[config.mk]
export PLATFORM = sky130hd
export DESIGN_NAME = mul16_top
export DESIGN_NICKNAME = d
export VERILOG_FILES = /design/src/rtl/mul16_pkg.sv /design/src/rtl/partial_product_if.sv /design/src/rtl/mul16_decode.sv /design/src/rtl/array_mul8.sv /design/src/rtl/mul16_execute.sv /design/src/rtl/cla_adder32.sv /design/src/rtl/mul16_result.sv /design/src/rtl/mul16_top.sv
export VERILOG_INCLUDE_DIRS = /design/src /design/src/include
export SDC_FILE = /design/constraint.sdc
export NUM_CORES = 1
export LEC_CHECK = 0
export BUFFER_PORTS_ARGS = -buffer_cell sky130_fd_sc_hd__buf_2
export CAP_MARGIN = 40
export CELL_PAD_IN_SITES_DETAIL_PLACEMENT = 1
export CELL_PAD_IN_SITES_GLOBAL_PLACEMENT = 1
export CORE_MARGIN = 4
export CORE_UTILIZATION = 50
export CTS_CLUSTER_DIAMETER = 60
export DETAILED_ROUTE_END_ITERATION = 16
export PLACE_DENSITY_LB_ADDON = 0.1
export RECOVER_POWER = 100
export SLEW_MARGIN = 0
export SYNTH_ARGS = -nofsm -noshare
export SYNTH_HDL_FRONTEND = slang
export SYNTH_HIERARCHICAL = 1
export SYNTH_SLANG_ARGS = --single-unit
[constraint.sdc]
create_clock -name clk -period 13.8 [get_ports clk]
set_input_delay 0.69 -clock clk [delete_from_list [all_inputs] [get_ports clk]]
set_output_delay 0.69 -clock clk [all_outputs]
set_load 0.02 [all_outputs]
[src/include/mul16_config.svh]
// ~~~~~~~~~~~~~~~~~~~~~~~~~~~~~~~~~~~~~~~~~~~~~~~
// Width settings for the pipelined 16x16 multiplier
// Include in any file that sizes operands, partial
// products, the product or the lookahead adders
// ~~~~~~~~~~~~~~~~~~~~~~~~~~~~~~~~~~~~~~~~~~~~~~~
`ifndef MUL16_CONFIG_SVH
`define MUL16_CONFIG_SVH

// Operand, byte half and product widths
`define MUL16_OP_W   16
`define MUL16_HALF_W 8
`define MUL16_PROD_W 32
`define MUL16_PP_W   16

// Carry lookahead grouping, groups times width covers the product
`define CLA_GROUP_W  4
`define CLA_GROUPS   8

`endif

[src/rtl/mul16_pkg.sv]
// ~~~~~~~~~~~~~~~~~~~~~~~~~~~~~~~~~~~~~~~~~~~~~~~
// Types shared by the multiplier pipeline stages
// Refer to them as mul16_pkg::name
// ~~~~~~~~~~~~~~~~~~~~~~~~~~~~~~~~~~~~~~~~~~~~~~~
`include "mul16_config.svh"

package mul16_pkg;

  // Byte view of one operand
  typedef struct packed {
    logic [`MUL16_HALF_W-1:0] hi;
    logic [`MUL16_HALF_W-1:0] lo;
  } operand_bytes_t;

  // Whole word for checks, bytes for the multipliers
  typedef union packed {
    logic [`MUL16_OP_W-1:0] word;
    operand_bytes_t         bytes;
  } operand_t;

  // One byte-by-byte product
  typedef logic [`MUL16_PP_W-1:0] pp_t;

endpackage

[src/rtl/partial_product_if.sv]
// ~~~~~~~~~~~~~~~~~~~~~~~~~~~~~~~~~~~~~~~~~~~~~~~
// Registered partial products from execute to result
// Products are meaningful whenever valid is high
// ~~~~~~~~~~~~~~~~~~~~~~~~~~~~~~~~~~~~~~~~~~~~~~~
`timescale 1ns/1ps
`include "mul16_config.svh"

interface partial_product_if;

  logic           valid;
  mul16_pkg::pp_t ll;
  mul16_pkg::pp_t lh;
  mul16_pkg::pp_t hl;
  mul16_pkg::pp_t hh;

  modport producer (
    output valid, ll, lh, hl, hh
  );

  modport consumer (
    input valid, ll, lh, hl, hh
  );

endinterface

[src/rtl/mul16_decode.sv]
// ~~~~~~~~~~~~~~~~~~~~~~~~~~~~~~~~~~~~~~~~~~~~~~~
// First pipeline stage, captures both operands
// Operands leave in union form so later stages can
// pick the high and low bytes by name
// ~~~~~~~~~~~~~~~~~~~~~~~~~~~~~~~~~~~~~~~~~~~~~~~
`timescale 1ns/1ps
`include "mul16_config.svh"

module mul16_decode (
  input  logic                   clk,
  input  logic                   arst_n,
  input  logic                   in_valid,
  input  logic [`MUL16_OP_W-1:0] a,
  input  logic [`MUL16_OP_W-1:0] b,
  output logic                   op_valid,
  output mul16_pkg::operand_t    op_a,
  output mul16_pkg::operand_t    op_b
);

  always_ff @(posedge clk or negedge arst_n) begin
    if (!arst_n) begin
      op_valid <= 1'b0;
    end else begin
      op_valid <= in_valid;
    end
  end

  // Operand words only load on a valid cycle
  always_ff @(posedge clk) begin
    if (in_valid) begin
      op_a.word <= a;
      op_b.word <= b;
    end
  end

  // A pair accepted with in_valid must be fully known once captured
  a_operands_known: assert property (
    @(posedge clk) disable iff (!arst_n)
    in_valid |=> !$isunknown({op_a.word, op_b.word})
  );

endmodule

[src/rtl/array_mul8.sv]
// ~~~~~~~~~~~~~~~~~~~~~~~~~~~~~~~~~~~~~~~~~~~~~~~
// Exact unsigned 8x8 array multiplier
// Carry-save rows of full adders, closed by a ripple
// row that forms the upper byte, purely combinational
// ~~~~~~~~~~~~~~~~~~~~~~~~~~~~~~~~~~~~~~~~~~~~~~~
`timescale 1ns/1ps
`include "mul16_config.svh"

module array_mul8 (
  input  logic [`MUL16_HALF_W-1:0] x,
  input  logic [`MUL16_HALF_W-1:0] y,
  output mul16_pkg::pp_t           p
);

  localparam int H = `MUL16_HALF_W;

  // Row i holds sum and carry vectors after adding x[i] & y
  logic [H-1:0] s_row [H];
  logic [H-2:0] c_row [H];
  logic [H-1:0] rip_c;

  // Returns {carry, sum}
  function automatic logic [1:0] full_add(
    input logic fa_a,
    input logic fa_b,
    input logic fa_c
  );
    full_add = {(fa_a & fa_b) | (fa_b & fa_c) | (fa_a & fa_c), fa_a ^ fa_b ^ fa_c};
  endfunction

  always_comb begin
    for (int j = 0; j < H; j++) begin
      s_row[0][j] = x[0] & y[j];
    end
    c_row[0] = '0;
    for (int i = 1; i < H; i++) begin
      for (int j = 0; j < H - 1; j++) begin
        {c_row[i][j], s_row[i][j]} = full_add(s_row[i-1][j+1], c_row[i-1][j], x[i] & y[j]);
      end
      // Top bit of each row has nothing to add yet
      s_row[i][H-1] = x[i] & y[H-1];
    end
  end

  // Ripple merge of the last sum and carry rows
  always_comb begin
    rip_c[0] = 1'b0;
    for (int j = 0; j < H - 1; j++) begin
      {rip_c[j+1], p[H+j]} = full_add(s_row[H-1][j+1], c_row[H-1][j], rip_c[j]);
    end
    for (int i = 0; i < H; i++) begin
      p[i] = s_row[i][0];
    end
    p[2*H-1] = rip_c[H-1];
  end

endmodule

[src/rtl/mul16_execute.sv]
// ~~~~~~~~~~~~~~~~~~~~~~~~~~~~~~~~~~~~~~~~~~~~~~~
// Second pipeline stage
// Four byte-by-byte products are formed and held in
// the partial product interface for the result stage
// ~~~~~~~~~~~~~~~~~~~~~~~~~~~~~~~~~~~~~~~~~~~~~~~
`timescale 1ns/1ps
`include "mul16_config.svh"

module mul16_execute (
  input  logic                clk,
  input  logic                arst_n,
  input  logic                op_valid,
  input  mul16_pkg::operand_t op_a,
  input  mul16_pkg::operand_t op_b,
  partial_product_if.producer pp
);

  // Largest product of two bytes, 255 * 255
  localparam int unsigned PP_MAX = (2 ** `MUL16_HALF_W - 1) * (2 ** `MUL16_HALF_W - 1);

  mul16_pkg::pp_t ll_c;
  mul16_pkg::pp_t lh_c;
  mul16_pkg::pp_t hl_c;
  mul16_pkg::pp_t hh_c;

  array_mul8 u_mul_ll (
    .x (op_a.bytes.lo),
    .y (op_b.bytes.lo),
    .p (ll_c)
  );

  array_mul8 u_mul_lh (
    .x (op_a.bytes.lo),
    .y (op_b.bytes.hi),
    .p (lh_c)
  );

  array_mul8 u_mul_hl (
    .x (op_a.bytes.hi),
    .y (op_b.bytes.lo),
    .p (hl_c)
  );

  array_mul8 u_mul_hh (
    .x (op_a.bytes.hi),
    .y (op_b.bytes.hi),
    .p (hh_c)
  );

  always_ff @(posedge clk or negedge arst_n) begin
    if (!arst_n) begin
      pp.valid <= 1'b0;
    end else begin
      pp.valid <= op_valid;
    end
  end

  always_ff @(posedge clk) begin
    if (op_valid) begin
      pp.ll <= ll_c;
      pp.lh <= lh_c;
      pp.hl <= hl_c;
      pp.hh <= hh_c;
    end
  end

  a_pp_in_range: assert property (
    @(posedge clk) disable iff (!arst_n)
    pp.valid |-> (pp.ll <= PP_MAX) && (pp.lh <= PP_MAX) &&
                 (pp.hl <= PP_MAX) && (pp.hh <= PP_MAX)
  );

endmodule

[src/rtl/cla_adder32.sv]
// ~~~~~~~~~~~~~~~~~~~~~~~~~~~~~~~~~~~~~~~~~~~~~~~
// 32-bit carry-lookahead adder, no carry in or out
// Eight 4-bit groups feed a second lookahead level
// that supplies every group's carry in parallel
// ~~~~~~~~~~~~~~~~~~~~~~~~~~~~~~~~~~~~~~~~~~~~~~~
`timescale 1ns/1ps
`include "mul16_config.svh"

module cla_adder32 (
  input  logic [`MUL16_PROD_W-1:0] a,
  input  logic [`MUL16_PROD_W-1:0] b,
  output logic [`MUL16_PROD_W-1:0] sum
);

  localparam int W = `CLA_GROUP_W;
  localparam int N = `CLA_GROUPS;

  logic [`MUL16_PROD_W-1:0] p;
  logic [`MUL16_PROD_W-1:0] g;
  logic [`MUL16_PROD_W-1:0] c;
  logic [N-1:0]             p_ext [N];
  logic [N-1:0]             g_ext [N];
  logic [N-1:0]             grp_p;
  logic [N-1:0]             grp_g;
  logic [N-1:0]             grp_c;

  // Carry into position idx as a flat sum of products
  function automatic logic look_carry(
    input logic [N-1:0] gen,
    input logic [N-1:0] prop,
    input logic         cin,
    input int           idx
  );
    logic carry;
    logic term;
    carry = 1'b0;
    for (int j = 0; j < N; j++) begin
      if (j < idx) begin
        term = gen[j];
        for (int m = 0; m < N; m++) begin
          if (m > j && m < idx) begin
            term = term & prop[m];
          end
        end
        carry = carry | term;
      end
    end
    term = cin;
    for (int m = 0; m < N; m++) begin
      if (m < idx) begin
        term = term & prop[m];
      end
    end
    return carry | term;
  endfunction

  assign p = a ^ b;
  assign g = a & b;

  // Group propagate and generate
  always_comb begin
    for (int k = 0; k < N; k++) begin
      p_ext[k]        = '0;
      g_ext[k]        = '0;
      p_ext[k][W-1:0] = p[k*W +: W];
      g_ext[k][W-1:0] = g[k*W +: W];
      grp_p[k]        = &p[k*W +: W];
      grp_g[k]        = look_carry(g_ext[k], p_ext[k], 1'b0, W);
    end
  end

  // Second level, all group carries at once
  always_comb begin
    for (int k = 0; k < N; k++) begin
      grp_c[k] = look_carry(grp_g, grp_p, 1'b0, k);
    end
  end

  always_comb begin
    for (int k = 0; k < N; k++) begin
      for (int i = 0; i < W; i++) begin
        c[k*W+i] = look_carry(g_ext[k], p_ext[k], grp_c[k], i);
      end
    end
  end

  assign sum = p ^ c;

endmodule

[src/rtl/mul16_result.sv]
// ~~~~~~~~~~~~~~~~~~~~~~~~~~~~~~~~~~~~~~~~~~~~~~~
// Third pipeline stage
// Aligns the four partial products, sums them with
// two chained lookahead adders, registers the product
// ~~~~~~~~~~~~~~~~~~~~~~~~~~~~~~~~~~~~~~~~~~~~~~~
`timescale 1ns/1ps
`include "mul16_config.svh"

module mul16_result (
  input  logic                     clk,
  input  logic                     arst_n,
  partial_product_if.consumer      pp,
  output logic                     out_valid,
  output logic [`MUL16_PROD_W-1:0] product
);

  logic [`MUL16_PROD_W-1:0] llhh_w;
  logic [`MUL16_PROD_W-1:0] lh_w;
  logic [`MUL16_PROD_W-1:0] hl_w;
  logic [`MUL16_PROD_W-1:0] part_sum;
  logic [`MUL16_PROD_W-1:0] full_sum;

  // hh and ll never overlap, so they share one word
  assign llhh_w = {pp.hh, pp.ll};
  assign lh_w   = {{`MUL16_HALF_W{1'b0}}, pp.lh, {`MUL16_HALF_W{1'b0}}};
  assign hl_w   = {{`MUL16_HALF_W{1'b0}}, pp.hl, {`MUL16_HALF_W{1'b0}}};

  cla_adder32 u_add_lh (
    .a   (llhh_w),
    .b   (lh_w),
    .sum (part_sum)
  );

  cla_adder32 u_add_hl (
    .a   (part_sum),
    .b   (hl_w),
    .sum (full_sum)
  );

  always_ff @(posedge clk or negedge arst_n) begin
    if (!arst_n) begin
      out_valid <= 1'b0;
    end else begin
      out_valid <= pp.valid;
    end
  end

  always_ff @(posedge clk) begin
    if (pp.valid) begin
      product <= full_sum;
    end
  end

  a_sum_exact: assert property (
    @(posedge clk) disable iff (!arst_n)
    pp.valid |=> product == $past(llhh_w + lh_w + hl_w)
  );

endmodule

[src/rtl/mul16_top.sv]
// ~~~~~~~~~~~~~~~~~~~~~~~~~~~~~~~~~~~~~~~~~~~~~~~
// Pipelined 16x16 unsigned multiplier, top level
// A pair given with in_valid returns its product with
// out_valid three cycles later, one pair per cycle
// ~~~~~~~~~~~~~~~~~~~~~~~~~~~~~~~~~~~~~~~~~~~~~~~
`timescale 1ns/1ps
`include "mul16_config.svh"

module mul16_top (
  input  logic                     clk,
  input  logic                     arst_n,
  input  logic                     in_valid,
  input  logic [`MUL16_OP_W-1:0]   a,
  input  logic [`MUL16_OP_W-1:0]   b,
  output logic                     out_valid,
  output logic [`MUL16_PROD_W-1:0] product
);

  logic                op_valid;
  mul16_pkg::operand_t op_a;
  mul16_pkg::operand_t op_b;

  partial_product_if pp_if ();

  mul16_decode u_decode (
    .clk      (clk),
    .arst_n   (arst_n),
    .in_valid (in_valid),
    .a        (a),
    .b        (b),
    .op_valid (op_valid),
    .op_a     (op_a),
    .op_b     (op_b)
  );

  mul16_execute u_execute (
    .clk      (clk),
    .arst_n   (arst_n),
    .op_valid (op_valid),
    .op_a     (op_a),
    .op_b     (op_b),
    .pp       (pp_if.producer)
  );

  mul16_result u_result (
    .clk       (clk),
    .arst_n    (arst_n),
    .pp        (pp_if.consumer),
    .out_valid (out_valid),
    .product   (product)
  );

endmodule

==> flow_summary_export.csv, run 1 <==
group,metric,value,unit
logic_synthesis,yosysUniqueCellTypes,27,
min_path,hp-class,"in2async",
timing,rsz0062_at_grt,"false",
global_routing,grt_overflow,0,
logic_synthesis,synth_area,12830,µm²
clocking,cts_buffer_depth,2,
placed_design,dpl.hpwl,20.03,mm
routing,totalWireLength,26.75,mm
timing,fin_crit_sh,53.14,%
pwr,total_power,3.645,mW
logic_synthesis,syn_area_per_cell,11.68,µm²
timing,min_period,7.333,ns
clocking,cts_setup_buffers,0,
routing,vias_per_cell,4.985,
timing,setup_viol,0,
global_routing,antenna_found_initial,0,
timing,slew_viol_final,134,
setup_path,critPathMaxFanout,16,
clocking,clock-sinks,131,
routing,drtAntennaViolNets,0,
clocking,clk_pin_slew,0.07,ns
pwr,leakage,6.452,nW
global_routing,grtUsageTotal,20.16,%
pwr,clockPowerShare,12.5,%
finish,multiInputGateArea,8303,µm²
finish,nets,1578,
status,status,"finished with violations",
pwr,power_per_cell_area,255.9,nW/µm²
setup_path,cp-start-kind,"flip-flop",
timing,worst_pin_slew,3.765,ns
timing,clock_skew,0.01692,ns
clocking,cts-root-buf,"clkbuf_16",
finish,syn2layout_area_growth,11.02,%
routing,dr.pass1.iters,4,
floorplanning,die_y,168.2,µm
floorplanning,die_area,28280,µm²
placed_design,numPortBuffers,67,
global_routing,grt_max_degree,66,
timing,hold_viol,0,
routing,wl_per_cell,17.06,µm
setup_path,criticalPathCategory,"reg2reg",
floorplanning,design.core.area,25180,µm²
clocking,htree_levels,4,
setup_path,cp.required,13.96,ns
pwr,p_switching,1.638,mW
logic_synthesis,yosysWarnings,6,
status,failed_checks,"max-capacitance violations, max-slew violations",
placed_design,gp_congestion,0.7590,
logic_synthesis,synth-seq-cells,131,
timing,max_clock_freq,0.1364,GHz
routing,num_vias,7817,
clocking,ctsHoldBuffers,0,
pwr,power_frac_seq,23.2,%
finish,drive_above_1_share,5.977,%
logic_synthesis,synthCells,1098,
placed_design,dp_cells,1536,
finish,fill_cells,2709,
setup_path,r2r_slack,6.47,ns
pwr,intPower,2.007,mW
clocking,cts_buffers,17,
finish,final_util,56.56,%
floorplanning,start_util,50.94,%
timing,tns,0,ns
global_routing,grt_pass1_wl,45.04,mm
routing,drtIter0Drc,372,
finish,finalNonFillerCells,1568,
clocking,insertion_delay,0.43,ns
setup_path,arrival,7.49,ns
finish,antenna_cells,0,
pwr,vdd_ir_drop_max,140.7,µV
finish,seqCellArea,3920,µm²
clocking,cts_tree,"yes",
run,drv_cap,3,
clocking,cts_resized,0,
logic_synthesis,yosysSeqAreaShare,30.55,%
pwr,combPwrFrac,64.3,%
floorplanning,ios,68,
pwr,switching_share,44.93,%
routing,post-route-drc-count,0,
setup_path,cp-end-kind,"flip-flop",
global_routing,grt_pass1_vias,8820,
floorplanning,rows,58,
timing,slew_headroom,-151.0,%
floorplanning,die_x,168.2,µm
## cells in the mapped netlist, drive strengths merged
master	instances	area [µm²]
a21oi	32	186.4
nand2	94	352.8
o211ai	2	20.02
ha	110	1376
fa	208	4164
o21a	26	195.2
edfxtp	128	3844
nand4	8	50.05
xnor2	18	157.7
nor2	34	127.6
a21o	10	75.07
dfrtp	3	75.07
conb	1	3.750
o21ai	14	73.82
o21bai	2	15.01
nor3	12	60.06
inv	196	735.7
or2	2	12.51
a211oi	4	45.05
xor2	18	157.7
and2	176	1101
## placed cells by master, fill, tap and decap left out, drive strengths merged, types with 26 or more instances in the layout
| cell type | Yosys | final |
|---|---|---|
| fa | 208 | 208 |
| inv | 196 | 202 |
| and2 | 176 | 176 |
| edfxtp | 128 | 128 |
| ha | 110 | 110 |
| nand2 | 94 | 94 |
| clkbuf | 0 | 55 |
| conb | 1 | 40 |
| nor2 | 34 | 34 |
| a21oi | 32 | 32 |
| buf | 0 | 31 |
| o21a | 26 | 26 |
## state kept, by name (all words and copies together) (netlist names)
| name | count |
|---|---|
| u_decode/op_valid | 1 |
| u_decode/op_b | 16 |
| u_execute/pp.hl | 16 |
| u_decode/op_a | 16 |
| u_execute/pp.valid | 1 |
| u_execute/pp.ll | 16 |
| u_execute/pp.lh | 16 |
| u_execute/pp.hh | 16 |
| u_result/out_valid | 1 |
| u_result/product | 32 |
## cell families after synthesis
logic type | share of synthesized area [%]
flops | 30.55
other cells | 0.02923
buf+inv | 5.735
compound gates | 4.760
fa+ha+maj | 43.19
xor+xnor | 2.458
simple gates | 13.28
## worst max-delay path, cell delays in order, from the launching register on
cell and delay, ns:
edfxtp_1 0.63, and2_0 0.27, ha_1 0.29, inv_1 0.05
fa_1 0.48, inv_1 0.06, fa_1 0.45, fa_1 0.51
inv_1 0.05, fa_1 0.39, fa_1 0.43, fa_1 0.52
inv_1 0.04, ha_1 0.17, inv_1 0.08, fa_1 0.19
inv_1 0.07, fa_1 0.48, fa_1 0.47, fa_1 0.46
fa_1 0.46, fa_1 0.52
## final cells by class
cell class,count,area share [%]
clock buffers,17,2.987
clock inverters,15,1.037
inverters,196,5.166
multi-input cells,810,58.30
flip-flops and latches,131,27.52
well taps,330,2.899
repair buffers,69,2.091
## worst paths after layout
path / start / to / cells after the start
setup / recovery: u_decode/op_a[1] / u_execute/pp.ll[14] / 21
hold / removal: arst_n / u_result/out_valid / 1
setup reg to reg: u_decode/op_a[1] / u_execute/pp.ll[14] / 21
hold reg to reg: u_execute/pp.hl[12] / u_result/product[20] / 1
max in group asynchronous: arst_n / u_decode/op_valid / 1
min in group clk: a[14] / u_decode/op_a[14] / 1
## power groups by stage
stage	clock network (mW)	registers, mW	logic [mW]
after floorplan	0	0.887	1.62
after global placement	0	0.848	2.23
after detailed placement	0	0.855	2.34
after CTS	0.467	0.848	2.38
after global routing	0.486	0.865	2.70
final	0.455	0.846	2.34
## through the flow
stage	cell area (µm²)	setup WS, ns	hold WS (ns)
6_report	14240	6.467	0.05731
2_1_floorplan	12970	7.031	0.3944
4_1_cts	14310	6.444	0.02767
3_5_place_dp	13740	6.551	0.4941
3_3_place_gp	13740	6.620	0.4921
5_1_grt	14240	6.152	0.06824
## per-layer routing
| metal | part of all wire [%] | global-route usage (%) |
|---|---|---|
| met5 | 0 | 0 |
| met4 | 0.71 | 3.670 |
| met3 | 3.0 | 2.606 |
| met2 | 48 | 33.49 |
| met1 | 48 | 29.07 |
Power figures use the tool's default switching activity.
==> inputs of run 2 (changes only) <==
- ABC_AREA: default -> 1
- clock period: 13.8 -> 7.7 ns (I/O delays scaled with it)
==> flow_summary_export.csv, run 2 <==
group,metric,value,unit
status,status,"finished with violations",
status,failed_checks,"max-capacitance violations, max-slew violations",
clocking,clock-sinks,131,
finish,layout_common_cells,"391 x inv_1, 318 x nand2_1, 208 x fa_1",
logic_synthesis,yosysSeqAreaShare,28.23,%
logic_synthesis,synthTopCellsByCount,"391 x inv_1, 316 x nand2_1, 208 x fa_1, 128 x edfxtp_1, 110 x ha_1",
placed_design,dp_cells,1793,
run,drv_cap,3,
finish,fill_cells,3058,
finish,final_common_cell,"inv_1",
timing,rsz0062_at_grt,"false",
logic_synthesis,syn_area_per_cell,10.14,µm²
routing,vias_per_cell,4.720,
placed_design,place_area,14180,µm²
routing,totalWireLength,29.77,mm
timing,fin_ws,0.3556,ns
clocking,cts-root-buf,"clkbuf_16",
floorplanning,die_y,174.6,µm
finish,final_area,14770,µm²
min_path,hp-class,"in2reg",
timing,fin_hold_ws,0.1272,ns
setup_path,path_cells,"nand2_1, inv_1, ha_1, inv_1, fa_1, inv_1, fa_1, fa_1, fa_1, fa_1, inv_1, fa_1, inv_1, ha_1, inv_1, fa_1, inv_1, fa_1, fa_1, fa_1, fa_1, fa_1",
global_routing,grt_pass1_vias,10043,
setup_path,path_buf_inv,7,
pwr,leakage,8.019,nW
finish,syn2layout_area_growth,6.382,%
clocking,ctsHoldBuffers,1,
clocking,insertion_delay,0.43,ns
logic_synthesis,synth_edf_count,128,
routing,dr.pass1.iters,6,
clocking,cts_buffer_depth,2,
timing,max_clock_freq,0.1362,GHz
logic_synthesis,yosys.area.top_type_share,30.00,%
finish,largest_reg_flops,32,
logic_synthesis,yosysUniqueCellTypes,28,
floorplanning,start_util,51.22,%
setup_path,cp-end-kind,"flip-flop",
clocking,cts_tree,"yes",
pwr,power_per_cell_area,455.2,nW/µm²
floorplanning,ios,68,
global_routing,grt_overflow,0,
global_routing,grtUsageTotal,21.00,%
setup_path,slowest_delay,0.87,ns
logic_synthesis,yosysMostFrequentCell,"inv_1",
logic_synthesis,ys_top_cells_by_area,"fa_1 30%, edfxtp_1 28%, inv_1 11%, ha_1 9.9%, nand2_1 8.5%",
setup_path,critPathMaxFanout,16,
logic_synthesis,async_flop_share,2.290,%
setup_path,cp.required,7.87,ns
global_routing,grt_max_degree,44,
placed_design,dpl.hpwl,22.76,mm
floorplanning,rows,60,
logic_synthesis,synth_area_leader_cell,"fa_1",
floorplanning,design.core.area,27100,µm²
finish,antenna_cells,0,
logic_synthesis,synth-seq-cells,131,
timing,tns,0,ns
clocking,htree_levels,4,
floorplanning,die_area,30490,µm²
timing,slew_viol_final,112,
placed_design,numPortBuffers,67,
pwr,total_power,6.722,mW
pwr,vdd_ir_drop_max,139.5,µV
routing,post-route-drc-count,0,
finish,top_register,"u_result/product",
routing,drtIter0Drc,302,
timing,clock_skew,0.01309,ns
finish,nets,1794,
timing,setup_viol,0,
finish,drive_above_1_share,6.946,%
floorplanning,die_x,174.6,µm
timing,worst_pin_slew,2.585,ns
setup_path,timing.critical_path.mode_cell,"fa_1",
timing,hold_viol,0,
setup_path,cp-start-kind,"flip-flop",
setup_path,worstReg2RegStart,"u_decode/op_a[8]",
min_path,hp-start,"b[8]",
logic_synthesis,yosysWarnings,6,
logic_synthesis,synthCells,1369,
clocking,cts_setup_buffers,0,
logic_synthesis,synth_area,13880,µm²
placed_design,place_ws,0.3383,ns
clocking,clk_pin_slew,0.07,ns
routing,num_vias,8618,
timing,min_period,7.344,ns
setup_path,cpLargestDelayFamily,"adder cells",
logic_synthesis,yosys_most_used_dff,"edfxtp_1",
setup_path,arrival,7.51,ns
setup_path,crit_start,"u_decode/op_a[8]",
setup_path,criticalPathCategory,"reg2reg",
routing,drtAntennaViolNets,0,
timing,slew_headroom,-72.35,%
clocking,cts_resized,0,
clocking,cts_buffers,17,
global_routing,grt_pass1_wl,50.52,mm
routing,wl_per_cell,16.30,µm
timing,fin_crit_sh,95.38,%
finish,final_util,54.49,%
finish,finalNonFillerCells,1826,
setup_path,slowest_stage,"edfxtp_1",
global_routing,antenna_found_initial,0,
placed_design,gp_congestion,0.7766,
==> run 2: cell count changes after synthesis, moves of 24 or more <==
cell | before | now
and2_1 | 176 | 0
buf_6 | 0 | 64
inv_1 | 194 | 391
nand2_1 | 94 | 316
nor2_1 | 34 | 8
o21a_1 | 26 | 2
==> run 2: final timing paths <==
path	slack [ns]	depth (start not counted)	to
setup / recovery	0.36	22	u_execute/pp.hh[14]
hold / removal	0.13	1	u_decode/op_b[8]
setup reg to reg	0.36	22	u_execute/pp.hh[14]
hold reg to reg	0.65	1	u_result/product[20]
max in group asynchronous	7.22	2	u_execute/pp.valid
min in group asynchronous	0.30	2	u_decode/op_valid
==> run 2: worst register-to-register path: cells and delay by family, from the launching register on <==
kind | cells | cell delay [ns]
fa+ha+maj | 14 | 5.67
buf+inv | 7 | 0.42
flops | 1 | 0.87
simple gates | 1 | 0.13
==> run 2: power by group <==
| part | internal (mW) | switching, mW |
|---|---|---|
| combinational | 1.76 | 2.51 |
| clock | 0.559 | 0.347 |
| sequential | 1.38 | 0.174 |
==> run 2: cell type report <==
type | instances | area (µm²) | area share [%]
Inverter | 392 | 1471 | 9.964
Tap cell | 372 | 465.4 | 3.152
Sequential cell | 131 | 3919 | 26.54
Clock inverter | 13 | 197.7 | 1.339
Multi-Input combinational cell | 821 | 7901 | 53.51
Timing Repair Buffer | 78 | 369.1 | 2.500
Clock buffer | 19 | 442.9 | 2.999
==> run 2: logic make-up after synthesis <==
| family | count (synthesis) | synth area share, % |
|---|---|---|
| buffers and inverters | 456 | 15.79 |
| AND/OR/NAND/NOR | 374 | 11.29 |
| adder cells (fa/ha/maj) | 318 | 39.91 |
| flip-flops | 131 | 28.23 |
| XOR/XNOR | 48 | 3.029 |
| AO/OA/AOI/OAI | 41 | 1.722 |
| other | 1 | 0.02702 |
==> run 2: metal layers <==
| metal | part of all wire (%) | vias up | wire length [µm] | GRT usage, % |
|---|---|---|---|---|
| met2 | 49 | 131 | 14500 | 35.69 |
| met1 | 46 | 4377 | 13670 | 28.65 |
| li1 | - | 4079 | - | - |
| met4 | 1.6 | 0 | 468 | 5.008 |
| met5 | 0 | - | 0 | 0 |
| met3 | 3.8 | 31 | 1130 | 3.310 |
